[config.mk]
export PLATFORM = sky130hd
export DESIGN_NAME = lineStatus
export DESIGN_NICKNAME = d
export VERILOG_FILES = /design/src/source/cacheGeomPkg.sv /design/src/source/lineStatus.sv
export VERILOG_INCLUDE_DIRS = /design/src /design/src/include
export SDC_FILE = /design/constraint.sdc
export NUM_CORES = 1
export LEC_CHECK = 0
export BUFFER_PORTS_ARGS = -buffer_cell sky130_fd_sc_hd__buf_2
export CORE_MARGIN = 2
export CORE_UTILIZATION = 61
export DETAILED_ROUTE_END_ITERATION = 16
export PLACE_DENSITY = 0.89
export SYNTH_ARGS = -nofsm -noshare
export SYNTH_HDL_FRONTEND = slang
export SYNTH_SLANG_ARGS = --single-unit
[constraint.sdc]
create_clock -name clock -period 2.55 [get_ports clock]
set_input_delay 0.3825 -clock clock [delete_from_list [all_inputs] [get_ports clock]]
set_output_delay 0.3825 -clock clock [all_outputs]
set_load 0.01 [all_outputs]
[src/include/cache_cfg.svh]
`ifndef CACHE_CFG_SVH
`define CACHE_CFG_SVH

// byte address seen by the processor and the memory bus
`define CACHE_ADDR_WIDTH 32

// number of sets
`define CACHE_SETS 16

// ways per set
`define CACHE_WAYS 4

// bytes per cache line
`define CACHE_LINE_BYTES 16

// processor data width and bus beat width, in bytes
`define CACHE_WORD_BYTES 8

// victim LFSR start value, must be nonzero
`define CACHE_LFSR_SEED 16'h0001

`endif
[src/source/cacheGeomPkg.sv]
`include "cache_cfg.svh"

package cacheGeomPkg;
    // geometry pulled from the config macros
    localparam int addrWidth = `CACHE_ADDR_WIDTH;
    localparam int sets = `CACHE_SETS;
    localparam int ways = `CACHE_WAYS;
    localparam int lineBytes = `CACHE_LINE_BYTES;
    localparam int wordBytes = `CACHE_WORD_BYTES;

    // derived field widths
    localparam int offsetBits = $clog2(lineBytes);
    localparam int setBits = $clog2(sets);
    localparam int wayBits = $clog2(ways);
    localparam int tagBits = addrWidth - setBits - offsetBits;
    // set and way together pick one of the lines
    localparam int lineIndexBits = setBits + wayBits;

    typedef logic [tagBits-1:0] tagT;
    typedef logic [setBits-1:0] setT;
    typedef logic [offsetBits-1:0] offsetT;
    typedef logic [wayBits-1:0] wayT;
    typedef logic [lineIndexBits-1:0] lineIndexT;
    typedef logic [lineBytes*8-1:0] lineT;
    typedef logic [wordBytes*8-1:0] wordT;
    typedef logic [wordBytes-1:0] byteMaskT;

    // address split, tag on top
    typedef struct packed {
        tagT tag;
        setT set;
        offsetT offset;
    } addrT;
endpackage

[src/source/lineStatus.sv]
module lineStatus (
    input  logic clock,
    input  logic reset,
    input  cacheGeomPkg::lineIndexT lineIndex,
    input  logic setValid,
    input  logic dirtyWrite,
    input  logic dirtyValue,
    output logic valid,
    output logic dirty,
    output logic [cacheGeomPkg::ways-1:0] wayValid
);
    // one bit per way, grouped by set
    logic [cacheGeomPkg::ways-1:0] validBits [cacheGeomPkg::sets];
    logic [cacheGeomPkg::ways-1:0] dirtyBits [cacheGeomPkg::sets];
    cacheGeomPkg::setT set;
    cacheGeomPkg::wayT way;

    // line index is {set, way}
    assign set = cacheGeomPkg::setT'(lineIndex >> cacheGeomPkg::wayBits);
    assign way = cacheGeomPkg::wayT'(lineIndex);

    always_ff @(posedge clock) begin
        if (reset) begin
            validBits <= '{default: '0};
            dirtyBits <= '{default: '0};
        end else begin
            // refill done
            if (setValid) begin
                validBits[set][way] <= 1'b1;
            end
            // set on write hit, clear after writeback
            if (dirtyWrite) begin
                dirtyBits[set][way] <= dirtyValue;
            end
        end
    end

    // combinational reads
    assign valid = validBits[set][way];
    assign dirty = dirtyBits[set][way];
    // whole set, for the tag compare
    assign wayValid = validBits[set];

    // a finishing refill never coincides with a write hit marking dirty
    assert property (@(posedge clock) disable iff (reset)
        !(setValid && dirtyWrite && dirtyValue));
endmodule

### After elaboration in Yosys (flattened, before gate mapping)

Cells that the tools add are included.

* bits in registers: 128
* bits of input ports: 11
* output and inout port bits: 6
* logic and storage cells: 55

* reduce and logical (&&, ||, !) cells: 2
* $lt $le $gt $ge: 4
* bitwise logic cells: 2
* muxes and demuxes: 15

Operators by type and width (count)
* bitwise mux 64 bit: 1
* bitwise OR 64 bit: 1
* binary-select mux 4 bit (select 4 bit): 2
* 2-to-1 mux 4 bit: 5
* demux 4 bit (select 4 bit): 1
* >= comparator 5 bit, second input constant: 1
* < comparator 5 x 1 -> 1 bit, second input constant: 1
* inverter 4 -> 5 bit: 1
* binary-select mux 1 bit (select 2 bit): 2
* < comparator 2 x 3 -> 1 bit, second input constant: 1
* 2-to-1 mux 1 bit: 3
* demux 1 bit (select 2 bit): 1
* >= comparator 2 x 1 -> 1 bit, second input constant: 1
* logical AND 1 bit: 2

### Longest topological paths before layout

* depth in word-level cells: 7
* mapped depth: 7
* depth with buffers taken out: 4

### Worst setup path after synthesis

OpenSTA, ideal clock, no wires.

* path kind: input to output
* start point: in lineIndex[2]
* end point: out dirty
* arrival: 1907 ps
* cell stages on the path: 6
* slack: 260 ps
* required time: 2168 ps
* path buffers: 2
* path through: buf_6 buf_2 mux4_2 a22oi_1 a21oi_1 or4_1

* cells in the longest elaborated chain, start to end: 6

Ends and longest elaborated chain
* start, declared: line lineStatus.sv:4 `input cacheGeomPkg::lineIndexT lineIndex,`
* inverter 4 -> 5 bit (not written as such): line lineStatus.sv:40 `assign dirty = dirtyBits[set][way];`
* binary-select mux 4 bit (select 4 bit): line lineStatus.sv:40
* 2-to-1 mux 4 bit (not written as such) (2 in series): line lineStatus.sv:40
* binary-select mux 1 bit (select 2 bit): line lineStatus.sv:40
* 2-to-1 mux 1 bit (not written as such): line lineStatus.sv:40
* end, declared: line lineStatus.sv:9 `output logic dirty,`

No other way between the ends. The select of a mux whose other input is x is not followed.

### Worst setup path after layout

* start point: reg validBits[50] in the netlist's numbering
* end point: out valid

* cells in the longest elaborated chain, start to end: 5

Ends and longest elaborated chain
* start, declared: line lineStatus.sv:13 `logic [cacheGeomPkg::ways-1:0] validBits [cacheGeomPkg::sets];`
* start signal, assigned: line lineStatus.sv:24 `validBits <= '{default: '0};`
* start signal, assigned by index: line lineStatus.sv:29 `validBits[set][way] <= 1'b1;`
* binary-select mux 4 bit (select 4 bit): line lineStatus.sv:39 `assign valid = validBits[set][way];`
* 2-to-1 mux 4 bit (not written as such) (2 in series): line lineStatus.sv:39
* binary-select mux 1 bit (select 2 bit): line lineStatus.sv:39
* 2-to-1 mux 1 bit (not written as such): line lineStatus.sv:39
* end, declared: line lineStatus.sv:8 `output logic valid,`

No other way between the ends. The select of a mux whose other input is x is not followed.

==> summary.log <==
INFO  drt            drt_pre_antenna_iters=5
INFO  power_and_ir_drop totalPowerFinal=4.47mW
INFO  layout         antenna_fix_cells=0
INFO  power_and_ir_drop power_frac_clock=48.3%
INFO  power_and_ir_drop p_int=3.32mW
INFO  worst_setup_path critPathKind=flop to output port
INFO  drt            drt_iter0_drc=508
INFO  power_and_ir_drop power.static_leakage=2.21nW
INFO  power_and_ir_drop seq_power_share=45.3%
INFO  sta            grt_setup_unrepaired=true
INFO  sta            slew_headroom=25.6%
INFO  cts            cts.path.max_buffers=2
INFO  cts            cts.root.buffer_cell=sky130_fd_sc_hd__clkbuf_8
INFO  drt            drt-total-wl=15000um
INFO  drt            drc=0
INFO  sta            finalSetupViolCount=2
INFO  synth          synth-seq-area-share=48.3%
INFO  cts            clock_tree.htree_level_count=4
INFO  grt            grtUsageTotal=32.4%
INFO  worst_setup_path timing.critical_path.cells=mux4_2 -> a22oi_2 -> a21oi_2 -> or4_4 -> buf_6
INFO  layout         count_of_placed_standard_cells_in_the_final_layout_fillers_left_out=698
INFO  worst_setup_path worstPathRequired=2170ps
INFO  synth          ys_warn_count=0
INFO  synth          ys.flop_type=sky130_fd_sc_hd__dfxtp_1
INFO  worst_setup_path crit_arrival=2350ps
INFO  worst_setup_path setup.worst_path.end_class=output port
INFO  cts            cts_inserted_buffers=17
INFO  synth          synth_enable_flop_cells=0
INFO  floorplanning  initial_util=61.7%
INFO  drt            vias=4754
INFO  drt            final_antenna_net_count=0
INFO  worst_setup_path cpMaxStageDelayCell=sky130_fd_sc_hd__or4_4
INFO  grt            gr-total-overflow=0
INFO  floorplanning  die_width=97.2um
INFO  layout         mostFrequentLayoutCells=sky130_fd_sc_hd__a21oi_1, sky130_fd_sc_hd__dfxtp_1, sky130_fd_sc_hd__nor2_1, sky130_fd_sc_hd__a211oi_1, sky130_fd_sc_hd__buf_4
INFO  grt            grt_first_pass_wirelength=24100um
INFO  drt            post_drt_via_cell_ratio=6.81
INFO  worst_setup_path cp_max_fo=2
INFO  drt            wire_per_inst=21.5um
INFO  synth          syn_nets=557
INFO  run            maxCapViolCount=0
INFO  sta            worst_slack=-187ps
INFO  synth          synthesis.area_per_instance=9.71um^2
INFO  worst_setup_path critPathMaxStageDelay=560ps
INFO  worst_setup_path crit_path_start_kind=flop
INFO  grt            grt_start_max_net_pins=68
INFO  floorplanning  die_height=97.2um
INFO  sta            period_minus_slack=2740ps
INFO  synth          ys_ff_latch=128
INFO  layout         mostFrequentLayoutCell=sky130_fd_sc_hd__a21oi_1
INFO  outcome        violations=negative setup slack
INFO  place          placer_congestion=0.928
INFO  cts            cts_tree=built
INFO  power_and_ir_drop total_switching_power=1.15mW
INFO  place          hpwl=9560um
INFO  sta            final.setup_skew=0ps
INFO  synth          combined_area_of_all_synthesized_cells=5300um^2
INFO  power_and_ir_drop combPwrFrac=6.4%
INFO  sta            finalHoldViolCount=0
INFO  floorplanning  number_of_standard_cell_rows_in_the_floorplan=34
INFO  place          dp_cells=665
INFO  cts            clk_latency=520ps
INFO  sta            clock.fmax=365MHz
INFO  power_and_ir_drop ir_drop=0.468mV
INFO  sta            timing.final.crit_share=107%
INFO  cts            post_cts_hold_buffer_count=0
INFO  floorplanning  fp.dieArea=9460um^2
INFO  outcome        status=finished, violations left
INFO  floorplanning  num_io_pins=17
INFO  layout         ratio_of_cells_with_drive_above_1_in_the_final_layout=24.6%
INFO  synth          synth.lib_cells_used.distinct=21
INFO  cts            clk_pin_slew=60ps
INFO  power_and_ir_drop power_density=710nW/um^2
INFO  cts            cts.sink_count=128
INFO  place          place.port_buffers=16
INFO  grt            antenna_found_initial=0
INFO  worst_setup_path reg2reg_slack=1770ps
INFO  sta            report.final.slew_viol_count=0
INFO  synth          postSynth.asyncResetShare=0%
INFO  layout         nets=588
INFO  place          pre_cts_setup_slack=-159ps
INFO  grt            number_of_global_route_vias_before_repair=4823
INFO  floorplanning  core_area=8590um^2
INFO  sta            worst-slew-pin-transition=1110ps
INFO  layout         area_growth_syn_to_layout=18.6%
INFO  min_path       hold_path_class=input port to flop
INFO  synth          synth_cells=546
INFO  power_and_ir_drop power.share.switching=25.7%
## registers in the layout (all words and copies together) (netlist names)
name / cells
dirtyBits: 64
validBits: 64
## power groups by stage
stage	Sequential, mW	Clock [mW]	Combinational (mW)
2_1_floorplan	2.06	0	0.174
4_1_cts	2.02	2.17	0.275
3_5_place_dp	2.07	0	0.269
6_report	2.02	2.16	0.285
5_1_grt	2.02	2.25	0.300
3_3_place_gp	2.07	0	0.260
## per-layer routing
| metal | part of all wire [%] | vias to the layer above | global-route usage [%] | routed length, um |
|---|---|---|---|---|
| met5 | 0 | - | 0 | 0 |
| met4 | 4.6 | 0 | 15.5 | 686 |
| met2 | 48 | 284 | 51.2 | 7130 |
| met3 | 8.9 | 72 | 10.0 | 1330 |
| li1 | - | 2084 | - | - |
| met1 | 39 | 2314 | 40.7 | 5840 |
## layout make-up
cell class / count / area [um^2]
Tap cell: 108 / 135
Inverter: 2 / 7.51
Fill cell: 581 / 2300
Clock inverter: 14 / 109
Sequential cell: 128 / 2560
Multi-Input combinational cell: 360 / 2540
Timing Repair Buffer: 68 / 520
Clock buffer: 18 / 418
## cells by family (layout without fill, tap and decap cells)
group,after synthesis,in the layout,synth area share (%)
multiplexers,32,32,13.6
buffers and inverters,58,102,4.86
AO/OA/AOI/OAI,216,216,24.4
AND/OR/NAND/NOR,112,112,8.80
flip-flops,128,128,48.3
## through the flow
step	utilization [%]	setup TNS, ps	hold slack [ps]	area (um^2)
detailed placement	66.3	-261	455	5700
floorplan	-	0	431	5300
CTS	72.9	-308	181	6270
global route	73.2	-439	200	6290
finish	73.2	-323	193	6290
global placement	66.3	-211	442	5700
## cells in the mapped netlist (7+ instances only)
cell	number	area [um^2]
sky130_fd_sc_hd__a211oi_1	66	495
sky130_fd_sc_hd__a21oi_1	134	671
sky130_fd_sc_hd__a22oi_1	14	105
sky130_fd_sc_hd__buf_2	16	80.1
sky130_fd_sc_hd__clkbuf_1	34	128
sky130_fd_sc_hd__dfxtp_1	128	2560
sky130_fd_sc_hd__mux4_2	32	721
sky130_fd_sc_hd__nand2_1	7	26.3
sky130_fd_sc_hd__nand2b_1	7	43.8
sky130_fd_sc_hd__nor2_1	83	312
sky130_fd_sc_hd__nor3_1	9	45.0
## critical path, delay by kind of cell (launching register included)
family	cells	cell delay [ps]
AO/OA/AOI/OAI	2	350
multiplexers	1	480
flip-flops	1	320
buffers and inverters	1	140
AND/OR/NAND/NOR	1	560
## path summary, 6_finish.rpt
check                           cells past startpoint     startpoint             to
worst max-delay path                                5  validBits[50]          valid
worst min-delay path                                2          reset  dirtyBits[16]
worst max register to register                      2  dirtyBits[44]  dirtyBits[44]
worst min register to register                      2  validBits[54]  validBits[54]
## repair_timing
action,4_1_cts,5_1_grt
endpoints found under the setup margin,2,2
buffers inserted,1,0
pin swaps,7,4
gates resized for setup,7,6
No activity file was read; power rests on OpenSTA's default activity.
