===== config.mk =====
export PLATFORM = sky130hd
export DESIGN_NAME = cacheControl
export DESIGN_NICKNAME = d
export VERILOG_FILES = /design/src/source/cacheGeomPkg.sv /design/src/source/cacheBusPkg.sv /design/src/source/cacheControl.sv
export VERILOG_INCLUDE_DIRS = /design/src /design/src/include
export SDC_FILE = /design/constraint.sdc
export NUM_CORES = 1
export LEC_CHECK = 0
export BUFFER_PORTS_ARGS = -buffer_cell sky130_fd_sc_hd__buf_2
export CAP_MARGIN = 20
export CORE_AREA = 2 2 205 207
export CTS_BUF_LIST = sky130_fd_sc_hd__clkbuf_2
export DETAILED_ROUTE_END_ITERATION = 16
export DIE_AREA = 0 0 207 209
export GPL_TIMING_DRIVEN = 0
export PLACE_DENSITY_LB_ADDON = 0.25
export SLEW_MARGIN = 20
export SYNTH_ARGS = -nofsm -noshare
export SYNTH_HDL_FRONTEND = slang
export SYNTH_SLANG_ARGS = --single-unit

===== constraint.sdc =====
create_clock -name clock -period 5.6 [get_ports clock]
set_input_delay 0.84 -clock clock [delete_from_list [all_inputs] [get_ports clock]]
set_output_delay 0.84 -clock clock [all_outputs]
set_load 0.05 [all_outputs]

===== src/include/cache_cfg.svh =====
`ifndef CACHE_CFG_SVH
`define CACHE_CFG_SVH

// byte address seen by the processor and the memory bus
`define CACHE_ADDR_WIDTH 32

// number of sets
`define CACHE_SETS 16

// ways per set
`define CACHE_WAYS 4

// bytes per cache line
`define CACHE_LINE_BYTES 16

// processor data width and bus beat width, in bytes
`define CACHE_WORD_BYTES 8

// victim LFSR start value, must be nonzero
`define CACHE_LFSR_SEED 16'h0001

`endif

===== src/source/cacheGeomPkg.sv =====
`include "cache_cfg.svh"

package cacheGeomPkg;
    // geometry pulled from the config macros
    localparam int addrWidth = `CACHE_ADDR_WIDTH;
    localparam int sets = `CACHE_SETS;
    localparam int ways = `CACHE_WAYS;
    localparam int lineBytes = `CACHE_LINE_BYTES;
    localparam int wordBytes = `CACHE_WORD_BYTES;

    // derived field widths
    localparam int offsetBits = $clog2(lineBytes);
    localparam int setBits = $clog2(sets);
    localparam int wayBits = $clog2(ways);
    localparam int tagBits = addrWidth - setBits - offsetBits;
    // set and way together pick one of the lines
    localparam int lineIndexBits = setBits + wayBits;

    typedef logic [tagBits-1:0] tagT;
    typedef logic [setBits-1:0] setT;
    typedef logic [offsetBits-1:0] offsetT;
    typedef logic [wayBits-1:0] wayT;
    typedef logic [lineIndexBits-1:0] lineIndexT;
    typedef logic [lineBytes*8-1:0] lineT;
    typedef logic [wordBytes*8-1:0] wordT;
    typedef logic [wordBytes-1:0] byteMaskT;

    // address split, tag on top
    typedef struct packed {
        tagT tag;
        setT set;
        offsetT offset;
    } addrT;
endpackage


===== src/source/cacheBusPkg.sv =====
`include "cache_cfg.svh"

package cacheBusPkg;
    // processor request, strobe is one cycle wide
    typedef struct packed {
        logic strobe;
        logic write;
        cacheGeomPkg::addrT addr;
        cacheGeomPkg::wordT writeData;
        cacheGeomPkg::byteMaskT mask;
    } cpuReqT;

    // completion strobe with read data in the same cycle
    typedef struct packed {
        logic dataOk;
        cacheGeomPkg::wordT readData;
    } cpuRspT;

    // cache to memory, valid side of each channel
    typedef struct packed {
        logic arValid;
        logic [`CACHE_ADDR_WIDTH-1:0] arAddr;
        logic awValid;
        logic [`CACHE_ADDR_WIDTH-1:0] awAddr;
        logic wValid;
        cacheGeomPkg::wordT wData;
        logic wLast;
        logic rReady;
    } memReqT;

    // memory to cache, ready side plus read data
    typedef struct packed {
        logic arReady;
        logic rValid;
        logic rLast;
        cacheGeomPkg::wordT rData;
        logic awReady;
        logic wReady;
    } memRspT;
endpackage


===== src/source/cacheControl.sv =====
`include "cache_cfg.svh"

module cacheControl (
    input  logic clock,
    input  logic reset,
    input  cacheBusPkg::cpuReqT cpuReq,
    output cacheBusPkg::cpuReqT request,
    output logic dataOk,
    input  logic hit,
    input  cacheGeomPkg::wayT hitWay,
    input  logic valid,
    input  logic dirty,
    input  cacheGeomPkg::tagT victimTag,
    input  cacheGeomPkg::wordT wbData,
    output cacheGeomPkg::lineIndexT lineIndex,
    output cacheGeomPkg::wayT victimWay,
    output logic tagWrite,
    output logic hitWrite,
    output logic refillWrite,
    output logic beat,
    output logic setValid,
    output logic dirtyWrite,
    output logic dirtyValue,
    output cacheBusPkg::memReqT memReq,
    input  cacheBusPkg::memRspT memRsp
);
    typedef enum logic [2:0] {idle, lookup, miss, replace, refill} stateT;

    stateT state;
    stateT nextState;
    cacheBusPkg::cpuReqT reqLatch;
    logic [15:0] lfsr;
    logic accept;
    logic needWriteback;
    logic awFire;
    logic arFire;
    logic wFire;
    logic rFire;

    assign accept = (state == idle) && cpuReq.strobe;
    // strobe cycle goes straight to the arrays so the tag read starts in idle
    assign request = accept ? cpuReq : reqLatch;

    // payload held until the next strobe
    always_ff @(posedge clock) begin
        if (accept) begin
            reqLatch <= cpuReq;
        end
    end

    // free-running with taps 0 2 3 5
    always_ff @(posedge clock) begin
        if (reset) begin
            lfsr <= `CACHE_LFSR_SEED;
        end else begin
            lfsr <= {lfsr[0] ^ lfsr[2] ^ lfsr[3] ^ lfsr[5], lfsr[15:1]};
        end
    end

    // victim picked on the missing lookup and kept through refill
    always_ff @(posedge clock) begin
        if (reset) begin
            victimWay <= '0;
        end else if (state == lookup && !hit) begin
            victimWay <= cacheGeomPkg::wayT'(lfsr);
        end
    end

    // hit way while looking up and victim way during miss handling
    assign lineIndex = (state == idle || state == lookup) ?
        {request.addr.set, hitWay} : {request.addr.set, victimWay};

    assign needWriteback = valid && dirty;

    // bus outputs from state and beat only
    always_comb begin
        memReq = '0;
        memReq.awValid = (state == miss) && needWriteback;
        memReq.awAddr = {victimTag, request.addr.set, cacheGeomPkg::offsetT'(0)};
        memReq.arValid = (state == miss) && !needWriteback;
        memReq.arAddr = {request.addr.tag, request.addr.set, cacheGeomPkg::offsetT'(0)};
        memReq.wValid = state == replace;
        memReq.wData = wbData;
        memReq.wLast = (state == replace) && beat;
        memReq.rReady = state == refill;
    end

    assign awFire = memReq.awValid && memRsp.awReady;
    assign arFire = memReq.arValid && memRsp.arReady;
    assign wFire = memReq.wValid && memRsp.wReady;
    assign rFire = memReq.rReady && memRsp.rValid;

    // beat within the two-beat burst
    always_ff @(posedge clock) begin
        if (reset) begin
            beat <= 1'b0;
        end else if (awFire || arFire) begin
            beat <= 1'b0;
        end else if (wFire || rFire) begin
            beat <= !beat;
        end
    end

    always_comb begin
        nextState = state;
        case (state)
            idle: if (cpuReq.strobe) nextState = lookup;
            lookup: nextState = hit ? idle : miss;
            // writeback first when the victim is dirty
            miss: begin
                if (awFire) begin
                    nextState = replace;
                end else if (arFire) begin
                    nextState = refill;
                end
            end
            // back to miss, which then issues the refill
            replace: if (wFire && memReq.wLast) nextState = miss;
            // repeat the lookup which hits now
            refill: if (rFire && memRsp.rLast) nextState = lookup;
            default: nextState = idle;
        endcase
    end

    always_ff @(posedge clock) begin
        if (reset) begin
            state <= idle;
            dataOk <= 1'b0;
        end else begin
            state <= nextState;
            // data array read lands one cycle after the hit
            dataOk <= (state == lookup) && hit;
        end
    end

    assign hitWrite = (state == lookup) && hit && request.write;
    assign refillWrite = rFire;
    // tag early on the first beat so the repeated lookup reads it back
    assign tagWrite = rFire && !beat;
    assign setValid = rFire && memRsp.rLast;
    // dirty on write hit and clean once the writeback is done
    assign dirtyWrite = hitWrite || (wFire && memReq.wLast);
    assign dirtyValue = state == lookup;

    // a pending address request holds with the same address until accepted
    assert property (@(posedge clock) disable iff (reset)
        memReq.awValid && !memRsp.awReady |=> memReq.awValid && $stable(memReq.awAddr));
    assert property (@(posedge clock) disable iff (reset)
        memReq.arValid && !memRsp.arReady |=> memReq.arValid && $stable(memReq.arAddr));
endmodule


Word-level counts from Yosys, hierarchy flattened
Index checks and enable logic that the tools add are counted.
{"block": "word_totals", "reg_bits": 129, "in_bits": 270, "out_inout_bits": 255, "elab_cells": 57}
{"block": "op_classes", "n_eq_ne": 8, "n_mux": 9, "bitwise_logic": 3, "reduce_logical": 25}
{"op": "2-to-1 mux 106 bit", "n": 1}
{"op": "logical AND 1 bit", "n": 15}
{"op": "2-to-1 mux 3 bit", "n": 5}
{"op": "case mux 3 bit (5 select lines)", "n": 1}
{"op": "== test 3 x 2 -> 1 bit (second input constant)", "n": 2}
{"op": "logical OR 1 bit", "n": 4}
{"op": "2-to-1 mux 2 bit", "n": 2}
{"op": "!= test 2 bit (second input constant)", "n": 2}
{"op": "AND reduction 4 bit", "n": 1}
{"op": "== test 3 x 1 -> 1 bit (second input constant)", "n": 1}
{"op": "== test 3 bit (second input constant)", "n": 1}
{"op": "logical NOT 1 bit", "n": 3}
{"op": "logical NOT 3 bit", "n": 1}
{"op": "!= test 3 bit (second input constant)", "n": 1}
{"op": "bitwise XOR 1 bit", "n": 3}
{"op": "!= test 2 x 1 -> 1 bit (second input constant)", "n": 1}
{"op": "OR reduction 2 bit", "n": 1}

Logic depth before layout (Yosys ltp)
Gate-level depths: netlist of the first run.
{"block": "depth", "word_depth": 7, "mapped_depth": 7, "ltp_nobuf": 4}

Least setup slack after synthesis of the first run
Ideal clock, no wire load.
{"block": "synth_path", "path_kind": "register to output", "start": "register state[0]", "end": "output dirtyWrite", "t_arrival_ps": 2813, "required_time_ps": 4760, "slack_ps": 1947, "stages_incl_launch_ff": 5, "path_buffers": 1, "cell_sequence": "dfxtp_1 buf_2 nor3b_1 and3_1 a21o_1"}
{"block": "synth_via", "word_cells_on_any_way": 11, "classes_between": "2 x eq/ne; 1 x mux; 8 x reduce/logical"}
{"item": "start: declaration", "line_no": "cacheControl.sv:29", "text": "stateT state;"}
{"item": "start signal: assignment", "line_no": "cacheControl.sv:127", "text": "state <= idle;"}
{"item": "start signal: assignment", "line_no": "cacheControl.sv:130", "text": "state <= nextState;"}
{"item": "== test 3 x 1 -> 1 bit"}
{"item": "net dirtyValue", "line_no": "cacheControl.sv:23", "text": "output logic dirtyValue,"}
{"item": "logical AND 1 bit (2 in a row)", "line_no": "cacheControl.sv:136", "text": "assign hitWrite = (state == lookup) && hit && request.write;"}
{"item": "net hitWrite", "line_no": "cacheControl.sv:18", "text": "output logic hitWrite,"}
{"item": "logical OR 1 bit", "line_no": "cacheControl.sv:142", "text": "assign dirtyWrite = hitWrite || (wFire && memReq.wLast);"}
{"item": "end: declaration", "line_no": "cacheControl.sv:22", "text": "output logic dirtyWrite,"}
The timed path passes the listed nets, and every way through them passes these cells.

==> parameters.txt, run 1 <==
Parameter                              Value

Yosys
  Most frequently used cell type in the post-synthesis netlist    buf_4
  Number of enable-type register cells in the synthesized netlist    0
  Flip-flop cell with the highest count after synthesis    dfxtp_1
  Synthesis-stage register bit count    ~130
  Share of the synthesized area in the top cell type    0.4867
  Average cell area after synthesis    between 10 and 15 sq um
  Synth area leader    dfxtp_1
  Yosys warning total    0
  Synthesized cell area    around 0.0053 sq mm
  Sequential element share of the synthesized area    0.4867
  Cell count after synthesis    451
  Top cells by instance count after synthesis    133 x buf_4, 129 x dfxtp_1, 68 x mux2_2
  Count of distinct cell types in the synthesized netlist    35
  Top cells by area in the synthesized netlist    dfxtp_1 49%, buf_4 19%, mux2_2 14%, mux2_1 8.3%, nor2b_1 1.8%
  Async set or reset register ratio after synthesis    0

Pwr
  Static leakage    4.423 nW
  Largest voltage drop on the vdd net    0.2631 mV
  Power consumption    roughly 3.6 mW
  Total power density per cell area    between 300 and 400 mW/mm^2

Floorplan
  Die outline height    roughly 210 um
  Chip Width    207 um
  Site row count    75
  Core Region    0.04129 sq mm
  Effective utilization at floorplan    0.1285
  Die ar.    0.04326 sq mm
  # IOs    approximately 530

Route
  Number of detailed-route iterations in the first pass    5
  Remaining design rule violation count    0
  Overall via count from detail_route    roughly 4800
  Via density per instance    3.163
  Detailed Route WL    between 15 and 20 mm
  Remaining number of nets flagged by the antenna check after routing    0
  Wire length per cell    around 11 um
  Number of DRC violations after detailed-routing iteration 0    73

STA
  Final worst-path cycle share    0.7457
  Fin worst setup slack    ~1.4 ns
  Worst-margin pin slew    0.7735 ns
  Final setup viols    0
  Final hold viol count    0
  Hold Slack    0.2356 ns
  Final worst clock skew    roughly 0.035 ns
  Post-layout minimum cycle time    4.176 ns
  Setup TNS    0 ns
  RSZ-0062 raised after global routing    no
  Headroom to the max-slew limit    0.4843
  Max Clk Rate    ~240 MHz
  Final-report max-slew violation count    0

Place
  Buffers added on ports    around 360
  Detail Placement HPWL    approximately 13 mm
  Post-placement cell count    approximately 1400
  Routability-driven placement congestion ratio    roughly 0.67
  Post-DP Area    between 0.007 and 0.008 sq mm
  Worst Setup Slack post-DPL    between 1.5 and 2 ns

Layout
  Share of layout cells above drive strength 1    0.6406
  Post-route non-filler standard cell count    1505
  Core occupancy in the finished layout    0.2214
  Post-layout net count    ~1200
  Post-route cell area    just over 0.009 sq mm
  Layout Area Growth over Synthesis    72.25%

Clock tree
  Clock tree from TritonCTS    built
  Count of instances resized after the clock tree is built    0
  Number of post-CTS setup repair buffers    0
  Maximum number of buffers from clock root to sink    2
  Post-CTS clock slew at the launch and capture registers of the worst setup and hold paths    about 0.21 ns
  Clk Latency, worst-skew pair    roughly 0.95 ns
  Number of CTS-inserted buffers    17
  Number of levels in the clock H-tree    4
  Root Driver    clkbuf_2
  TritonCTS sink count    approximately 130
  Cts-stage hold buffer count    106

Hold path
  Worst Hold Class    primary input to flip-flop
  Worst hold start    cpuReq[77]
  Min-Delay Path Depth    2
  Worst Hold End    reqLatch[77]

Critical path
  Kind of start point of the critical path    flip-flop
  Worst-case register-to-register setup slack    between 3 and 4 ns
  Critical Path Sink Type    primary output
  Critical path fanouts, max    10
  Worst setup startpoint    state[2]
  Arrival time at the worst endpoint    3.34 ns
  CP Class    flip-flop to primary output
  Req. time, crit path    4.76 ns
  Reg-to-reg critical path startpoint    state[2]
  R2R depth    6
  Worst reg2reg endpoint    reqLatch[76]

Global routing
  GR Overflow Total    0
  Global-route wire length before repair    roughly 25 mm
  Maximum number of pins on one net before global-route repair    17
  Tot GR Track Use    0.08012
  Number of global-route vias before repair    around 4700
  Antenna violations before repair    2

Flow run
  Max-capacitance violation count    0

Status
  Outcome    completed
final cells by class:
class,count,area (sq um)
fillers,4558,32150
repair buffers,470,2883
flip-flops and latches,129,2582
multi-input cells,179,1647
plain buffers,149,1100
well taps,539,674.4
clock inverters,14,145.1
clock buffers,18,90.09
diodes,6,15.01
inverters,1,3.754
cells by family (layout without fill, tap and decap cells):
group                     after synthesis  after routing  synth area share
muxes                                 109            109            0.2308
other                                   1             14         0.0007067
buffers and inverters                 150            652            0.2080
DFF                                   129            129            0.4867
AOI/OAI and AO/OA                      12             12           0.01533
xor gates and xnor gates                4              4          0.006603
and+or+nand+nor                        46             46           0.05188
registers in the layout, summed over array words and instances, names as in the netlist:
signal     flops
lfsr          16
state          3
dataOk         1
reqLatch     106
beat           1
victimWay      2
placed cells by master, fill, tap and decap left out, types with 3 or more instances in the layout:
cell type | netlist | routed
a21oi_1 | 3 | 3
and2_1 | 3 | 3
buf_2 | 9 | 373
buf_4 | 133 | 133
buf_6 | 4 | 4
clkbuf_1 | 3 | 3
clkbuf_2 | 0 | 18
clkinv_4 | 0 | 3
conb_1 | 1 | 8
dfxtp_1 | 129 | 129
diode_2 | 0 | 6
dlygate4sd3_1 | 0 | 106
inv_6 | 0 | 4
inv_8 | 0 | 3
mux2_1 | 39 | 39
mux2_2 | 68 | 68
nand2_1 | 6 | 6
nand3_1 | 3 | 3
nor2_1 | 8 | 8
nor2b_1 | 15 | 15
xnor2_1 | 3 | 3
power by group:
part	total, mW	switching [mW]	internal, mW
sequential	1.13	0.0362	1.10
clock	0.611	0.432	0.179
combinational	1.84	1.31	0.531
worst max-delay path by stage:
stage / cells past startpoint / end / slack, ns
finish: 8 / memReq[105] / 1.42
global route: 8 / request[77] / 0.90
CTS: 8 / memReq[105] / 0.98
detailed placement: 8 / memReq[105] / 1.79
global placement: 8 / memReq[72] / 1.83
floorplan: 4 / dirtyWrite / 1.95
metal layers:
| metal | vias up | wire, um | track usage |
|---|---|---|---|
| li1 | 2354 | - | - |
| met1 | 2115 | 6198 | 0.07489 |
| met2 | 265 | 8662 | 0.1361 |
| met3 | 27 | 1968 | 0.04929 |
| met4 | 0 | 352 | 0.04236 |
| met5 | - | 0 | 0 |
critical path, cell delays in order, from the launching register on:
cell and delay (ns):
dfxtp_1 0.34, buf_2 0.17, nand2b_4 0.18, nor3_4 0.38
buf_4 0.34, buf_6 0.19, mux2_1 0.42, buf_4 0.16
buf_2 0.20
(Power assumes the default switching activity.)
==> run 2: changes to the inputs <==
--- a/config.mk
+++ b/config.mk
@@ -8,10 +8,10 @@
 export LEC_CHECK = 0
 export BUFFER_PORTS_ARGS = -buffer_cell sky130_fd_sc_hd__buf_2
 export CAP_MARGIN = 20
-export CORE_AREA = 2 2 205 207
+export CORE_AREA = 2 2 201 203
 export CTS_BUF_LIST = sky130_fd_sc_hd__clkbuf_2
 export DETAILED_ROUTE_END_ITERATION = 16
-export DIE_AREA = 0 0 207 209
+export DIE_AREA = 0 0 203 205
 export GPL_TIMING_DRIVEN = 0
 export PLACE_DENSITY_LB_ADDON = 0.25
 export SLEW_MARGIN = 20
==> constraint.sdc (replaced) <==
create_clock -name clock -period 3.95 [get_ports clock]
set_input_delay 0.5925 -clock clock [delete_from_list [all_inputs] [get_ports clock]]
set_output_delay 0.5925 -clock clock [all_outputs]
set_load 0.05 [all_outputs]
==> parameters.txt, run 2 (synthesis results as in run 1) <==
Parameter                              Value

STA
  RSZ-0062 raised after global routing    no
  Final hold viol count    0 (unchanged)
  Fin worst setup slack    0.3661 ns (-1.058 ns)
  Hold Slack    0.1947 ns (-0.04087 ns)
  Worst-margin pin slew    0.5005 ns (-0.2730 ns)
  Headroom to the max-slew limit    0.6664 (+0.1820)
  Final worst-path cycle share    0.9073
  Final setup viols    0 (unchanged)
  Final-report max-slew violation count    0 (unchanged)
  Final worst clock skew    0.03827 ns (+0.003092 ns)
  Post-layout minimum cycle time    approximately 3.6 ns
  Max Clk Rate    roughly 280 MHz
  Setup TNS    0 ns (unchanged)

Critical path
  Worst setup startpoint    state[2]
  Cells along the critical path    buf_2, nand2b_4, nor3_4, buf_4, buf_2, mux2_2, buf_4, buf_2
  R2R depth    6 (unchanged)
  Req. time, crit path    3.36 ns (-1.40 ns)
  Kind of start point of the critical path    flip-flop
  Worst-case register-to-register setup slack    1.95 ns (-1.49 ns)
  Reg-to-reg critical path startpoint    state[2]
  CP top delay family    buffers and inverters
  Cell with the largest stage delay on the worst path    mux2_2
  Critical Path Sink Type    primary output
  CP Class    flip-flop to primary output
  Arrival time at the worst endpoint    2.99 ns (-0.35 ns)
  Critical path fanouts, max    10 (unchanged)
  Most used cell along the critical path    buf_2
  Worst reg2reg endpoint    reqLatch[89]
  Bufs and invs on worst path    5 (unchanged)
  Highest cell delay on the worst timing path    0.41 ns (about the same)

Place
  Post-DP Area    0.007811 sq mm (-0.22%)
  Routability-driven placement congestion ratio    0.7295 (+8.3%)
  Detail Placement HPWL    12.81 mm (-3.3%)
  Worst Setup Slack post-DPL    0.8419 ns (-0.9504 ns)
  Buffers added on ports    364 (unchanged)
  Post-placement cell count    1347 (-1.0%)

Route
  Number of detailed-route iterations in the first pass    4 (-1)
  Wire length per cell    11.29 um (-1.1%)
  Overall via count from detail_route    4774 (+0.27%)
  Detailed Route WL    16.79 mm (-2.3%)
  Remaining design rule violation count    0 (unchanged)
  Via density per instance    3.210 (+1.5%)
  Number of DRC violations after detailed-routing iteration 0    81 (+11%)
  Remaining number of nets flagged by the antenna check after routing    0 (unchanged)

Pwr
  Switching part of the total    0.4876 (-0.008140)
  Largest voltage drop on the vdd net    0.3177 mV (+21%)
  Share of power burned in registers    0.317 (about the same)
  Logic gate share of total power    0.516 (+0.003)
  Net load switching power    2.473 mW (+39%)
  Power consumption    5.072 mW (+41%)
  Internal    2.599 mW (+44%)
  Static leakage    4.429 nW (+0.13%)
  Total power density per cell area    555.9 mW/mm^2 (+42%)
  Clock network power share    0.167 (-0.003)

Layout
  Leading cell type in the layout, fill and taps excluded    buf_2
  Layout Area Growth over Synthesis    71.94%
  Post-route cell area    0.009124 sq mm (-0.18%)
  Post-layout net count    1219 (+0.16%)
  Largest registers    reqLatch x106, lfsr x16, state x3
  Core occupancy in the finished layout    0.2318 (+0.01040)
  Post-route non-filler standard cell count    1487 (-1.2%)
  Flip-flop count of the largest register after layout    106 (unchanged)
  Commonest cells after routing, fill and taps aside    373 x buf_2, 133 x buf_4, 129 x dfxtp_1
  Share of layout cells above drive strength 1    0.6389 (-0.001707)
  Register with the most flip-flops    reqLatch

Floorplan
  Effective utilization at floorplan    0.1348 (+0.006278)
  Core Region    0.03937 sq mm (-4.7%)
  # IOs    525 (unchanged)
  Chip Width    203 um (-1.9%)
  Site row count    73 (-2.7%)
  Die outline height    205 um (-1.9%)
  Die ar.    0.04162 sq mm (-3.8%)

Clock tree
  Number of CTS-inserted buffers    17 (unchanged)
  TritonCTS sink count    129 (unchanged)
  Maximum number of buffers from clock root to sink    2 (unchanged)
  Clock tree from TritonCTS    built
  Post-CTS clock slew at the launch and capture registers of the worst setup and hold paths    0.23 ns (+0.02 ns)
  Clk Latency, worst-skew pair    0.74 ns (-0.21 ns)
  Number of levels in the clock H-tree    4 (unchanged)
  Root Driver    clkbuf_2

Status
  Outcome    completed

Global routing
  Number of global-route vias before repair    4540 (-2.8%)
  Antenna violations before repair    1 (-1)
  Tot GR Track Use    0.07649 (-0.003629)
  GR Overflow Total    0 (unchanged)
  Maximum number of pins on one net before global-route repair    17 (unchanged)
  Global-route wire length before repair    23.96 mm (-5.5%)

Flow run
  Max-capacitance violation count    0 (unchanged)

Hold path
  Min-Delay Path Depth    2 (unchanged)
  Worst Hold End    reqLatch[76]
  Worst Hold Class    primary input to flip-flop
  Worst hold start    cpuReq[76]
[run 2: cell types whose count changed in the layout (fill, tap and decap cells not counted), sizes merged]
cell,previous run,this run
inv,8,2
clkinv,4,9
buf,510,511
bufinv,1,2
dlygate4sd3,106,107
clkbuf,21,20
diode,6,1
[run 2: power by group through the flow]
stage	registers (mW)	logic (mW)	clock network [mW]
final	1.61	2.62	0.845
after CTS	1.61	2.64	0.922
after global routing	1.64	2.74	0.966
after floorplan	1.63	2.03	0
after detailed placement	1.64	2.55	0
after global placement	1.63	2.55	0
[run 2: per-layer routing]
metal	track usage	wire, um	vias to the layer above
met5	0	0	-
met4	0.03285	264	0
met1	0.07666	6239	2157
met2	0.1377	8677	248
li1	-	-	2357
met3	0.03341	1613	12
[run 2: what timing repair did]
item,in CTS,in global routing
pin swaps,1,0
gates resized for setup,0,1
buffers inserted,1,0
hold endpoints to repair,110,0
endpoints found under the setup margin,6,6
hold buffers,107,0
[run 2: final cells by class]
cell class | instances | area [sq um]
Multi-Input combinational cell | 179 | 1647
Sequential cell | 129 | 2582
Fill cell | 4264 | 30240
Timing Repair Buffer | 472 | 2900
Inverter | 1 | 3.754
Clock inverter | 14 | 142.6
Antenna cell | 1 | 2.502
Tap cell | 525 | 656.9
Buffer | 149 | 1104
Clock buffer | 17 | 85.08
[run 2: worst max path at each step]
stage | end | slack (ns) | cells past startpoint
after floorplan | dirtyWrite | 0.54 | 4
after global placement | memReq[71] | 0.83 | 8
after detailed placement | memReq[71] | 0.84 | 8
after CTS | memReq[71] | 0.05 | 8
after global routing | request[102] | 0.02 | 8
final | request[94] | 0.37 | 8
==> run 3: changes to the inputs <==
--- a/config.mk
+++ b/config.mk
@@ -8,12 +8,15 @@
 export LEC_CHECK = 0
 export BUFFER_PORTS_ARGS = -buffer_cell sky130_fd_sc_hd__buf_2
 export CAP_MARGIN = 20
-export CORE_AREA = 2 2 201 203
+export CELL_PAD_IN_SITES_DETAIL_PLACEMENT = 0
+export CELL_PAD_IN_SITES_GLOBAL_PLACEMENT = 1
+export CORE_AREA = 2 2 205 207
 export CTS_BUF_LIST = sky130_fd_sc_hd__clkbuf_2
 export DETAILED_ROUTE_END_ITERATION = 16
-export DIE_AREA = 0 0 203 205
+export DIE_AREA = 0 0 207 209
 export GPL_TIMING_DRIVEN = 0
 export PLACE_DENSITY_LB_ADDON = 0.25
+export SETUP_SLACK_MARGIN = 0.4
 export SLEW_MARGIN = 20
 export SYNTH_ARGS = -nofsm -noshare
 export SYNTH_HDL_FRONTEND = slang
==> parameters.txt, run 3 (synthesis results as in run 1) <==
Parameter                              Value

Status
  Outcome    completed

Layout
  Multi-input combinational cell area    0.001658 sq mm (+0.68%)
  Layout Area Growth over Synthesis    75.74%
  Commonest cells after routing, fill and taps aside    343 x buf_2, 155 x buf_4, 129 x dfxtp_1
  Share of layout cells above drive strength 1    0.6452 (+0.006310)
  Area used by sequential logic in the layout    0.002582 sq mm (unchanged)
  Largest registers    reqLatch x106, lfsr x16, state x3
  Register with the most flip-flops    reqLatch
  Post-layout net count    1223 (+0.33%)
  Filler cells    4552 (+6.8%)
  Post-route cell area    0.009325 sq mm (+2.2%)
  Flip-flop count of the largest register after layout    106 (unchanged)
  Post-route non-filler standard cell count    1505 (+1.2%)
  Leading cell type in the layout, fill and taps excluded    buf_2

Critical path
  Highest cell delay on the worst timing path    0.38 ns (-0.03 ns)
  CP Class    flip-flop to primary output
  Cells along the critical path    buf_2, nand2b_4, nor3_4, buf_6, buf_8, buf_8, mux2_2, buf_4, buf_2
  Req. time, crit path    3.36 ns (about the same)
  Cell with the largest stage delay on the worst path    mux2_2
  CP top delay family    buffers and inverters
  Arrival time at the worst endpoint    2.70 ns (-0.29 ns)
  Critical path fanouts, max    10 (unchanged)
  Bufs and invs on worst path    6 (+1)
  Critical Path Sink Type    primary output
  Critical path depth    9 (+1)
  R2R depth    8 (+2)
  Kind of start point of the critical path    flip-flop

STA
  Final setup viols    0 (unchanged)
  RSZ-0062 raised after global routing    yes
  Post-layout minimum cycle time    3.297 ns (-0.2869 ns)
  Final hold viol count    0 (unchanged)
  Hold Slack    0.2266 ns (+0.03185 ns)
  Setup TNS    0 ns (unchanged)
  Final worst-path cycle share    0.8347 (-0.07263)
  Max Clk Rate    303.3 MHz (+8.7%)
  Final-report max-slew violation count    0 (unchanged)
  Final worst clock skew    0.01954 ns (-0.01873 ns)

Floorplan
  Chip Width    207 um (+2.0%)
  Core Region    0.04129 sq mm (+4.9%)
  Effective utilization at floorplan    0.1285 (-0.006278)
  Site row count    75 (+2.7%)
  Die outline height    209 um (+2.0%)
  Die ar.    0.04326 sq mm (+4.0%)
  # IOs    525 (unchanged)

Global routing
  Antenna violations before repair    1 (unchanged)
  Tot GR Track Use    0.07630 (-0.0001864)
  Global routing usage on met3    0.03366 (+0.0002564)
  Met2 Resource Use GR    0.1295 (-0.008180)
  Maximum number of pins on one net before global-route repair    17 (unchanged)
  Global-route wire length before repair    25.45 mm (+6.2%)
  Most used routing layer in global routing    met2
  GR Overflow Total    0 (unchanged)
  Number of global-route vias before repair    4681 (+3.1%)
  Met1 track demand over resource in global routing    0.08220 (+0.005540)

Place
  Post-DP Area    0.007829 sq mm (+0.22%)
  Routability-driven placement congestion ratio    0.6875 (-5.8%)
  Post-placement cell count    1361 (+1.0%)
  Detail Placement HPWL    13.16 mm (+2.8%)
  Buffers added on ports    364 (unchanged)

Route
  Remaining design rule violation count    0 (unchanged)
  Number of detailed-route iterations in the first pass    6 (+2)
  Via density per instance    3.118 (-2.9%)
  Remaining number of nets flagged by the antenna check after routing    0 (unchanged)
  Detailed Route WL    16.78 mm (about the same)
  Overall via count from detail_route    4693 (-1.7%)
  Wire length per cell    11.15 um (-1.3%)
  Number of DRC violations after detailed-routing iteration 0    69 (-15%)

Clock tree
  Clock tree from TritonCTS    built
  Clk Latency, worst-skew pair    0.73 ns (about the same)
  TritonCTS sink count    129 (unchanged)
  Number of CTS-inserted buffers    17 (unchanged)
  Number of levels in the clock H-tree    4 (unchanged)
  Maximum number of buffers from clock root to sink    2 (unchanged)
  Root Driver    clkbuf_2
  Post-CTS clock slew at the launch and capture registers of the worst setup and hold paths    0.18 ns (-0.05 ns)

Pwr
  Total power density per cell area    552.8 mW/mm^2 (-0.55%)
  Largest voltage drop on the vdd net    0.3643 mV (+15%)
  Static leakage    4.501 nW (+1.6%)

Hold path
  Min-Delay Path Depth    4 (+2)
  Worst Hold Class    primary input to flip-flop

Flow run
  Max-capacitance violation count    0 (unchanged)
==> run 3: tightest hold or removal path: cells and delay by family <==
kind | cells | cell delay, ns
buffers and inverters | 1 | 0.11
AND/OR/NAND/NOR | 2 | 0.10
AO/OA/AOI/OAI | 1 | 0.12
==> run 3: worst paths after layout <==
path / from / to / slack, ns
setup / recovery: state[2] / memReq[74] / 0.65
hold / removal: memRsp[68] / beat / 0.23
setup reg to reg: state[2] / reqLatch[46] / 2.08
hold reg to reg: lfsr[8] / lfsr[7] / 0.45
==> run 3: power by group <==
part           internal (mW)  leakage, nW  switching [mW]  total [mW]
Combinational          0.824         3.28            1.87        2.69
Sequential              1.56         1.08          0.0520        1.61
Clock                  0.341        0.137           0.515       0.855
==> run 3: stage by stage <==
step                      power [mW]  worst slack, ns    util
after global placement         4.198           0.8435  0.1896
after floorplan                3.662           0.5446       -
final                          5.155           0.6529  0.2258
after CTS                      5.248           0.4004  0.2236
after global routing           5.447           0.3793  0.2258
after detailed placement       4.199           0.8253  0.1896
==> run 3: cell type report <==
class | count | area share
antenna | 2 | 0.0005367
buffer | 149 | 0.1229
clock buffer | 18 | 0.009661
clock inverter | 12 | 0.01543
inverter | 1 | 0.0004025
multi-input combinational | 179 | 0.1778
sequential | 129 | 0.2769
tap | 539 | 0.07232
timing repair buffer | 476 | 0.3240
==> run 3: routing by layer <==
| layer | vias up | wire (um) |
|---|---|---|
| met3 | 10 | 1586 |
| li1 | 2365 | - |
| met5 | - | 0 |
| met1 | 2093 | 6519 |
| met2 | 225 | 8407 |
| met4 | 0 | 268 |
==> run 3: what timing repair did <==
item	CTS	global route
endpoints found under the hold margin	106	1
setup endpoints to repair	133	60
cloned	0	0
pin swaps	1	0
hold buffers	106	1
buffers inserted	5	0
gates resized for setup	24	39
